$ cat config.mk
export PLATFORM = sky130hd
export DESIGN_NAME = uart_top
export DESIGN_NICKNAME = d
export VERILOG_FILES = /design/src/uart_pkg.sv /design/src/uart_top.sv /design/src/uart_apb_regs.sv /design/src/uart_tx.sv /design/src/uart_rx.sv /design/src/uart_baud_gen.sv
export SDC_FILE = /design/constraint.sdc
export NUM_CORES = 1
export LEC_CHECK = 0
export BUFFER_PORTS_ARGS = -buffer_cell sky130_fd_sc_hd__buf_2
export CAP_MARGIN = 15
export CORE_ASPECT_RATIO = 0.7
export CORE_UTILIZATION = 25
export CTS_BUF_LIST = sky130_fd_sc_hd__clkbuf_8 sky130_fd_sc_hd__clkbuf_16
export DETAILED_ROUTE_END_ITERATION = 12
export GPL_TIMING_DRIVEN = 0
export PLACE_DENSITY = 0.41
export SYNTH_ARGS = -nofsm -noshare
export SYNTH_HDL_FRONTEND = slang
export SYNTH_SLANG_ARGS = --single-unit
$ cat constraint.sdc
create_clock -name clk -period 3.6 [get_ports clk]
set_input_delay 1.08 -clock clk [delete_from_list [all_inputs] [get_ports clk]]
set_output_delay 1.08 -clock clk [all_outputs]
set_load 0.03 [all_outputs]
$ cat src/uart_pkg.sv
`default_nettype none

package uart_pkg;

    typedef logic [7:0]  byte_t;      // one serial data byte
    typedef logic [15:0] div_t;       // baud divisor
    typedef logic [7:0]  apb_addr_t;
    typedef logic [31:0] apb_data_t;

    localparam apb_addr_t ADDR_DATA   = 8'h00;
    localparam apb_addr_t ADDR_STATUS = 8'h04;
    localparam apb_addr_t ADDR_DIV    = 8'h08;

    // bit positions in the status word
    localparam int STAT_RX_VALID  = 0;
    localparam int STAT_TX_BUSY   = 1;
    localparam int STAT_OVERRUN   = 2;
    localparam int STAT_FRAME_ERR = 3;

    typedef enum logic [1:0] {
        RX_IDLE,
        RX_START,
        RX_DATA,
        RX_STOP
    } rx_state_t;

    typedef enum logic [1:0] {
        TX_IDLE,
        TX_START,
        TX_DATA,
        TX_STOP
    } tx_state_t;

endpackage

`default_nettype wire
$ cat src/uart_top.sv
`timescale 1ns/1ns
`default_nettype none

module uart_top #(
    parameter int DIV_WIDTH = $bits(uart_pkg::div_t)
) (
    input  logic                clk,
    input  logic                rst_n,
    input  logic                psel,
    input  logic                penable,
    input  logic                pwrite,
    input  uart_pkg::apb_addr_t paddr,
    input  uart_pkg::apb_data_t pwdata,
    output uart_pkg::apb_data_t prdata,
    output logic                pready,
    output logic                pslverr,
    input  logic                rx,
    output logic                tx,
    output logic                irq
);
    import uart_pkg::*;

    logic                 tick;
    logic [DIV_WIDTH-1:0] divisor;
    byte_t                rx_data;
    logic                 rx_done;
    logic                 rx_frame_err;
    logic                 tx_start;
    byte_t                tx_data;
    logic                 tx_busy;

    uart_baud_gen #(
        .DIV_WIDTH(DIV_WIDTH)
    ) u_baud_gen (
        .clk    (clk),
        .rst_n  (rst_n),
        .divisor(divisor),
        .tick   (tick)
    );

    uart_rx u_rx (
        .clk         (clk),
        .rst_n       (rst_n),
        .tick        (tick),
        .rx          (rx),
        .rx_data     (rx_data),
        .rx_done     (rx_done),
        .rx_frame_err(rx_frame_err)
    );

    uart_tx u_tx (
        .clk     (clk),
        .rst_n   (rst_n),
        .tick    (tick),
        .tx_start(tx_start),
        .tx_data (tx_data),
        .tx      (tx),
        .tx_busy (tx_busy)
    );

    uart_apb_regs #(
        .DIV_WIDTH(DIV_WIDTH)
    ) u_apb_regs (
        .clk         (clk),
        .rst_n       (rst_n),
        .psel        (psel),
        .penable     (penable),
        .pwrite      (pwrite),
        .paddr       (paddr),
        .pwdata      (pwdata),
        .rx_data     (rx_data),
        .rx_done     (rx_done),
        .rx_frame_err(rx_frame_err),
        .tx_busy     (tx_busy),
        .prdata      (prdata),
        .pready      (pready),
        .pslverr     (pslverr),
        .tx_start    (tx_start),
        .tx_data     (tx_data),
        .divisor     (divisor),
        .irq         (irq)
    );

endmodule

`default_nettype wire

$ cat src/uart_apb_regs.sv
`timescale 1ns/1ns
`default_nettype none

module uart_apb_regs #(
    parameter int DIV_WIDTH = $bits(uart_pkg::div_t)
) (
    input  logic                 clk,
    input  logic                 rst_n,
    input  logic                 psel,
    input  logic                 penable,
    input  logic                 pwrite,
    input  uart_pkg::apb_addr_t  paddr,
    input  uart_pkg::apb_data_t  pwdata,
    input  uart_pkg::byte_t      rx_data,
    input  logic                 rx_done,
    input  logic                 rx_frame_err,
    input  logic                 tx_busy,
    output uart_pkg::apb_data_t  prdata,
    output logic                 pready,
    output logic                 pslverr,
    output logic                 tx_start,
    output uart_pkg::byte_t      tx_data,
    output logic [DIV_WIDTH-1:0] divisor,
    output logic                 irq
);
    import uart_pkg::*;

    logic  access;
    logic  wr_access;
    logic  rd_access;
    logic  addr_hit;
    logic  wr_data;
    logic  rd_data;
    logic  rd_status;
    logic  rx_valid;
    logic  overrun;
    logic  frame_err;
    byte_t rx_byte;

    assign access    = psel && penable;
    assign wr_access = access && pwrite;
    assign rd_access = access && !pwrite;
    assign addr_hit  = (paddr == ADDR_DATA) || (paddr == ADDR_STATUS) || (paddr == ADDR_DIV);

    assign wr_data   = wr_access && (paddr == ADDR_DATA) && !tx_busy;
    assign rd_data   = rd_access && (paddr == ADDR_DATA);
    assign rd_status = rd_access && (paddr == ADDR_STATUS);

    // no wait states; error on a bad offset or a data write while sending
    assign pready  = 1'b1;
    assign pslverr = access && (!addr_hit || (pwrite && (paddr == ADDR_DATA) && tx_busy));
    assign irq     = rx_valid;

    always_comb begin
        prdata = '0;
        case (paddr)
            ADDR_DATA: prdata[7:0] = rx_byte;
            ADDR_STATUS: begin
                prdata[STAT_RX_VALID]  = rx_valid;
                prdata[STAT_TX_BUSY]   = tx_busy;
                prdata[STAT_OVERRUN]   = overrun;
                prdata[STAT_FRAME_ERR] = frame_err;
            end
            ADDR_DIV: prdata[DIV_WIDTH-1:0] = divisor;
            default: prdata = '0;
        endcase
    end

    always_ff @(posedge clk) begin
        if (!rst_n) begin
            tx_start <= 1'b0;
            divisor  <= DIV_WIDTH'(1);
        end else begin
            tx_start <= wr_data;  // one-cycle pulse to the transmitter
            if (wr_access && (paddr == ADDR_DIV)) begin
                divisor <= pwdata[DIV_WIDTH-1:0];
            end
        end
    end

    always_ff @(posedge clk) begin
        if (wr_data) begin
            tx_data <= pwdata[7:0];
        end
    end

    // flags, a new event wins over a clear in the same cycle
    always_ff @(posedge clk) begin
        if (!rst_n) begin
            rx_valid  <= 1'b0;
            overrun   <= 1'b0;
            frame_err <= 1'b0;
        end else begin
            if (rd_data) begin
                rx_valid <= 1'b0;
            end
            if (rd_status) begin
                overrun   <= 1'b0;
                frame_err <= 1'b0;
            end
            if (rx_done) begin
                if (rx_valid && !rd_data) begin
                    overrun <= 1'b1;  // held byte kept
                end else begin
                    rx_valid <= 1'b1;
                end
            end
            if (rx_frame_err) begin
                frame_err <= 1'b1;
            end
        end
    end

    always_ff @(posedge clk) begin
        if (rx_done && (!rx_valid || rd_data)) begin
            rx_byte <= rx_data;
        end
    end

endmodule

`default_nettype wire

$ cat src/uart_tx.sv
`timescale 1ns/1ns
`default_nettype none

module uart_tx (
    input  logic            clk,
    input  logic            rst_n,
    input  logic            tick,
    input  logic            tx_start,
    input  uart_pkg::byte_t tx_data,
    output logic            tx,
    output logic            tx_busy
);
    import uart_pkg::*;

    tx_state_t  state;
    logic [3:0] tick_cnt;
    logic [2:0] bit_cnt;
    byte_t      shift_q;
    logic       load;
    logic       bit_end;

    assign load    = (state == TX_IDLE) && tx_start && !tx_busy;
    assign bit_end = tick && (tick_cnt == 4'd15);

    always_ff @(posedge clk) begin
        if (!rst_n) begin
            state    <= TX_IDLE;
            tick_cnt <= '0;
            bit_cnt  <= '0;
            tx       <= 1'b1;
            tx_busy  <= 1'b0;
        end else begin
            case (state)
                TX_IDLE: begin
                    tick_cnt <= '0;
                    bit_cnt  <= '0;
                    if (load) begin
                        tx_busy <= 1'b1;  // byte taken, wait for the next tick
                    end else if (tx_busy && tick) begin
                        state <= TX_START;
                        tx    <= 1'b0;
                    end
                end
                TX_START: begin
                    if (tick) begin
                        tick_cnt <= tick_cnt + 1'b1;
                    end
                    if (bit_end) begin
                        state <= TX_DATA;
                        tx    <= shift_q[0];
                    end
                end
                TX_DATA: begin
                    if (tick) begin
                        tick_cnt <= tick_cnt + 1'b1;
                    end
                    if (bit_end) begin
                        if (bit_cnt == 3'd7) begin
                            state <= TX_STOP;
                            tx    <= 1'b1;
                        end else begin
                            bit_cnt <= bit_cnt + 1'b1;
                            tx      <= shift_q[1];  // next bit, shift happens this edge
                        end
                    end
                end
                TX_STOP: begin
                    if (tick) begin
                        tick_cnt <= tick_cnt + 1'b1;
                    end
                    if (bit_end) begin
                        state   <= TX_IDLE;
                        tx_busy <= 1'b0;
                    end
                end
                default: state <= TX_IDLE;
            endcase
        end
    end

    always_ff @(posedge clk) begin
        if (load) begin
            shift_q <= tx_data;
        end else if (state == TX_DATA && bit_end) begin
            shift_q <= shift_q >> 1;
        end
    end

endmodule

`default_nettype wire

$ cat src/uart_rx.sv
`timescale 1ns/1ns
`default_nettype none

module uart_rx (
    input  logic            clk,
    input  logic            rst_n,
    input  logic            tick,
    input  logic            rx,
    output uart_pkg::byte_t rx_data,
    output logic            rx_done,
    output logic            rx_frame_err
);
    import uart_pkg::*;

    logic       rx_meta;
    logic       rx_sync;
    rx_state_t  state;
    logic [3:0] tick_cnt;
    logic [2:0] bit_cnt;
    byte_t      shift_q;
    logic       bit_centre;

    assign bit_centre = tick && (tick_cnt == 4'd15);  // 16 ticks after the previous sample

    // line idles high
    always_ff @(posedge clk) begin
        if (!rst_n) begin
            rx_meta <= 1'b1;
            rx_sync <= 1'b1;
        end else begin
            rx_meta <= rx;
            rx_sync <= rx_meta;
        end
    end

    always_ff @(posedge clk) begin
        if (!rst_n) begin
            state        <= RX_IDLE;
            tick_cnt     <= '0;
            bit_cnt      <= '0;
            rx_done      <= 1'b0;
            rx_frame_err <= 1'b0;
        end else begin
            rx_done      <= 1'b0;
            rx_frame_err <= 1'b0;
            case (state)
                RX_IDLE: begin
                    tick_cnt <= '0;
                    bit_cnt  <= '0;
                    if (!rx_sync) begin
                        state <= RX_START;  // falling edge, possible start bit
                    end
                end
                RX_START: begin
                    if (tick) begin
                        if (tick_cnt == 4'd7) begin
                            tick_cnt <= '0;
                            // high again at mid-bit means it was a glitch
                            state    <= rx_sync ? RX_IDLE : RX_DATA;
                        end else begin
                            tick_cnt <= tick_cnt + 1'b1;
                        end
                    end
                end
                RX_DATA: begin
                    if (tick) begin
                        tick_cnt <= tick_cnt + 1'b1;  // wraps to 0 at the centre
                    end
                    if (bit_centre) begin
                        if (bit_cnt == 3'd7) begin
                            state <= RX_STOP;
                        end else begin
                            bit_cnt <= bit_cnt + 1'b1;
                        end
                    end
                end
                RX_STOP: begin
                    if (tick) begin
                        tick_cnt <= tick_cnt + 1'b1;
                    end
                    if (bit_centre) begin
                        rx_done      <= rx_sync;
                        rx_frame_err <= !rx_sync;  // stop bit read low
                        state        <= RX_IDLE;
                    end
                end
                default: state <= RX_IDLE;
            endcase
        end
    end

    // data path, lsb arrives first
    always_ff @(posedge clk) begin
        if (state == RX_DATA && bit_centre) begin
            shift_q <= {rx_sync, shift_q[7:1]};
        end
        if (state == RX_STOP && bit_centre && rx_sync) begin
            rx_data <= shift_q;  // only good frames are delivered
        end
    end

endmodule

`default_nettype wire

$ cat src/uart_baud_gen.sv
`timescale 1ns/1ns
`default_nettype none

module uart_baud_gen #(
    parameter int DIV_WIDTH = $bits(uart_pkg::div_t)
) (
    input  logic                 clk,
    input  logic                 rst_n,
    input  logic [DIV_WIDTH-1:0] divisor,
    output logic                 tick
);

    logic [DIV_WIDTH-1:0] cnt;
    logic [DIV_WIDTH-1:0] div_q;  // last divisor seen, to catch a rate change

    // one tick every divisor+1 cycles
    always_ff @(posedge clk) begin
        if (!rst_n) begin
            cnt   <= '0;
            div_q <= '0;
            tick  <= 1'b0;
        end else begin
            div_q <= divisor;
            if (divisor != div_q) begin
                cnt  <= divisor;  // new rate, restart the period
                tick <= 1'b0;
            end else if (cnt == '0) begin
                cnt  <= divisor;
                tick <= 1'b1;
            end else begin
                cnt  <= cnt - 1'b1;
                tick <= 1'b0;
            end
        end
    end

endmodule

`default_nettype wire

== After elaboration in Yosys (flattened, before gate mapping) ==
Index checks and enable logic that the tools add are counted.
Operators by class
  reductions and logical operators: 53
  bitwise logic cells: 1
  equality and inequality tests: 31
  add/subtract/negate cells: 5
  mux-type cells: 52
Operators by type and width (number)
  16-bit 2-to-1 mux: 2
  2-bit 2-to-1 mux: 13
  8-bit 2-to-1 mux: 3
  4-bit one-hot mux with 3 select lines: 2
  1-bit logical AND: 22
  2-bit by 1-bit inequality test with 1-bit output (second input constant): 11
  16-bit logical NOT: 1
  1-bit 2-to-1 mux: 16
  4-bit 2-to-1 mux: 4
  16-bit inequality test: 1
  2-bit one-hot mux with 4 select lines: 2
  4-bit one-hot mux with 2 select lines: 2
  16-bit by 1-bit subtractor with 16-bit output (second input constant): 1
  3-bit 2-to-1 mux: 4
  2-bit inequality test (second input constant): 6
  3-bit one-hot mux with 2 select lines: 2
  3-bit AND reduction: 4
  6-bit AND reduction: 2
  2-bit nonzero test: 5
  4-bit by 1-bit adder with 4-bit output (second input constant): 2
  2-bit equality test (second input constant): 4
  4-bit equality test (second input constant): 2
  8-bit by 3-bit equality test with 1-bit output (second input constant): 1
  8-bit by 4-bit equality test with 1-bit output (second input constant): 1
  other kinds (16): 29
Word-level totals
  bits in registers: 117
  output and inout bits: 36
  input port bits: 46

== Logic depth before layout (Yosys ltp) ==
  depth in word-level cells: 7
  gate-level depth with buffers: 7
  depth with buffers taken out: 7

== Modules after synthesis ==
From an unflattened synthesis, not the netlist that was laid out.
Unflattened totals
  cells, all modules: 509
  area total of the unflattened synthesis: 5491.5 µm²
Modules (own cells, without submodules)
  uart_apb_regs: area an instance 1739.2 µm², cells an instance 167, instances 1
  uart_baud_gen: area an instance 1575.3 µm², cells an instance 163, instances 1
  uart_rx: area an instance 1132.3 µm², cells an instance 87, instances 1
  uart_tx: area an instance 1044.8 µm², cells an instance 92, instances 1

== Worst setup path after synthesis ==
OpenSTA, ideal clock, no wires.
  kind: input to output
  start point: input paddr[3]
  end point: output prdata[5]
  data required time: 2.520 ns
  setup slack: 0.331 ns
  path buffers: 2
  arrival time: 2.189 ns
  stages: 5
  cell sequence: buf_2 > nor2b_1 > and4_1 > clkbuf_1 > a22o_1
On the way
  longest elaborated chain between the ends: 2
  elaborated cells between the ends (all ways): 3
  those cells by class: 1 x eq/ne; 1 x mux; 1 x reduce/logical
Ends and longest elaborated chain
  from (decl): RTL line uart_top.sv:12  | input uart_pkg::apb_addr_t paddr,
  8-bit by 4-bit equality test with 1-bit output / 8-bit logical NOT (equally long branches): RTL line uart_apb_regs.sv:56  | case (paddr)
  4-bit one-hot mux with 2 select lines *: RTL line uart_apb_regs.sv:56
  to (decl): RTL line uart_top.sv:14  | output uart_pkg::apb_data_t prdata,
Mark *: on every way between the ends. The rest lies on a longest branch, timed or not.

== Final worst setup path ==
Ends and elaborated chain as after synthesis.

==> run_results.csv <==
group,metric,value,unit
outcome,status,"completed",
timing,setup_violations,0,
setup_path,cp_max_fo,10,
synthesis,synth_flop_cell,"dfxtp_1",
setup_path,worstSetupEndpointType,"output port",
cells_and_area,drive_gt1_share,21.20,%
place,io_buffers,46,
clock_tree,post_cts_buffers,0,
timing,rsz0062_at_grt,"no",
global_route,overflow,0,
synthesis,ys_seq_elements,117,
routing,viasPerCell,4.242,
cells_and_area,area_delta_synth_final,23.75,%
setup_path,crit_path_top_delay_cell,"and4_1",
place,post-place-ws,-0.1504,ns
timing,tns,0,ns
timing,fin_crit_sh,97.11,%
routing,dr.pass1.iters,4,
timing,holdWs,0.4168,ns
timing,worst_slack,0.1040,ns
floorplan,die_h,122.3,um
synthesis,synth_cells,491,
setup_path,critical_path_arrival,2.42,ns
setup_path,max_stage_delay,0.33,ns
setup_path,crit_required,2.52,ns
timing,fin_crit,3.496,ns
routing,vias,3627,
synthesis,synth_edf_count,40,
clock_tree,cts.sinks,117,
cells_and_area,final_util,31.96,%
setup_path,cp_common_cell,"buf_2",
routing,wl_per_cell,14.62,um
setup_path,crit_type,"in2out",
routing,detail_route.iter0.violations,230,
floorplan,dieWidth,173.9,um
timing,worst_pin_slew,1.050,ns
place,routabilityCongestion,0.8058,
clock_tree,clkTransAtPathRegs,0.05,ns
pwr,p_leak,2.700,nW
floorplan,initial_core_util,25.83,%
pwr,ir_worst_vdd,0.3200,mV
timing,slew_headroom,29.86,%
global_route,antenna_found_initial,0,
routing,routed_wl,12.50,mm
floorplan,core_area,20010,um^2
setup_path,path_delay_family,"buffers and inverters",
synthesis,synthArstFlopShare,0,%
synthesis,avgSynthCellArea,10.53,um^2
synthesis,yosysUniqueCellTypes,56,
clock_tree,cts_made_buffers,17,
worst_hold_path,hold_path_class,"reg2reg",
flow_run,maxCapViolCount,0,
global_route,grt_max_degree,17,
clock_tree,h-tree-depth,4,
global_route,grt_pass1_wl,19.60,mm
floorplan,rows,43,
place,hpwl,9.290,mm
clock_tree,clock_latency,0.40,ns
cells_and_area,fin_cells,855,
timing,fmax,0.2860,GHz
synthesis,yosys_warnings,0,
setup_path,rrSetupSlack,1.21,ns
clock_tree,clock-root-buffer,"clkbuf_16",
timing,skew,0.01005,ns
setup_path,worst_setup_path_start_kind,"input port",
synthesis,mappedNetlistArea,5169,um^2
pwr,power_density,700.5,nW/um^2
global_route,grt.total_usage,12.35,%
setup_path,worstPathCellList,"buf_2 > nor2b_1 > and4_1 > clkbuf_4 > a22o_1 > buf_2",
cells_and_area,num_antenna_cells,0,
cells_and_area,nNetsFinal,631,
floorplan,die-area,21260,um^2
place,dp_cells,823,
clock_tree,cts_tree,"done",
routing,ant_nets,0,
cells_and_area,fill_cells,2100,
timing,report.final.slew_viol_count,0,
synthesis,synth.yosys.seq_area_share,53.06,%
clock_tree,cts_max_path_buffers,2,
floorplan,io_pins,82,
timing,finalHoldViolCount,0,
global_route,first_global_vias,3492,
routing,drcViolationCount,0,
setup_path,crit_buf_inv,3,
[kinds of logic after synthesis]
kind of cell | Yosys count | synth area share, %
compound gates | 42 | 5.423
xor+xnor | 33 | 5.592
fa+ha+maj | 13 | 3.147
buf+inv | 55 | 5.737
flops | 117 | 53.06
mux | 46 | 9.368
other cells | 2 | 0.1453
simple gates | 183 | 17.53
[cell usage after synthesis, drive strengths merged, types with 8 or more instances]
cell	n	area, um^2
dfxtp	77	1541
mux2	13	153.9
ha	13	162.7
clkbuf	12	45.04
xnor2	27	236.5
nand3	11	55.05
mux2i	33	330.3
nand4	9	62.56
a21oi	12	60.06
and2	14	87.58
nand2	46	172.7
edfxtp	40	1201
buf	21	168.9
o21ai	8	40.04
nor2	62	232.7
inv	21	78.83
[per-layer routing]
layer / share of wire (%) / global-route usage (%)
met5: 0 / 0
met3: 2.9 / 3.129
met1: 54 / 17.57
met2: 43 / 18.22
met4: 0.61 / 3.838
[sequential cells by signal, indices dropped and copies added (netlist names), 2 cells and up, named ones only]
register / flops
u_rx.shift_q: 8
u_baud_gen.div_q: 16
u_tx.tick_cnt: 4
u_tx.shift_q: 8
u_apb_regs.rx_byte: 8
u_apb_regs.tx_data: 8
u_baud_gen.cnt: 16
u_rx.tick_cnt: 4
u_tx.state: 2
u_tx.bit_cnt: 3
u_rx.rx_data: 8
u_rx.bit_cnt: 3
u_apb_regs.divisor: 16
[layout make-up]
class,count,area [um^2],share of cell area (%)
timing repair buffer,47,235.2,3.678
multi-input combinational,334,2191,34.25
clock buffer,20,489.2,7.649
clock inverter,12,98.84,1.545
buffer,33,219.0,3.423
inverter,22,82.58,1.291
sequential,117,2743,42.88
tap,270,337.8,5.282
[through the flow]
step	total power [mW]	area (um^2)
after floorplan	2.591	5225
after global placement	2.838	5793
after detailed placement	2.844	5798
after CTS	4.528	6387
after global routing	4.729	6396
final	4.481	6396
[timing repair]
action | CTS | global route
hold buffers | 0 | 0
resized for setup | 1 | 5
hold endpoints to repair | 0 | 0
endpoints found under the setup margin | 10 | 12
[worst paths after layout]
path	start	to	depth (start not counted)
min	u_rx.rx_data[0]	u_apb_regs.rx_byte[0]	0
max	paddr[3]	prdata[5]	6
max reg2reg	u_baud_gen.tick	u_rx.shift_q[7]	3
min reg2reg	u_rx.rx_data[0]	u_apb_regs.rx_byte[0]	0
[power breakdown]
group,total (mW),internal [mW],switching (mW)
Clock,1.65,1.04,0.605
Sequential,1.60,1.47,0.132
Combinational,1.23,0.582,0.651
Total,4.48,3.09,1.39
[layout by cell type (no fill, tap or decap), drive strengths merged, types with 2 or more instances in the layout]
master / n
and2: 14
nor2b: 5
nor2: 62
nand3b: 3
nor3b: 4
conb: 17
a211oi: 2
and4: 2
mux2: 13
xor2: 6
a31oi: 2
nand2: 46
buf: 68
inv: 24
nand3: 11
a22o: 4
nor3: 7
nor4: 7
a21oi: 12
o21ai: 8
and3: 3
xnor2: 27
ha: 13
edfxtp: 40
nand4: 9
dfxtp: 77
mux2i: 33
or2: 3
clkbuf: 32
nand2b: 4
clkinvlp: 2
clkinv: 7
(Power assumes the default switching activity.)
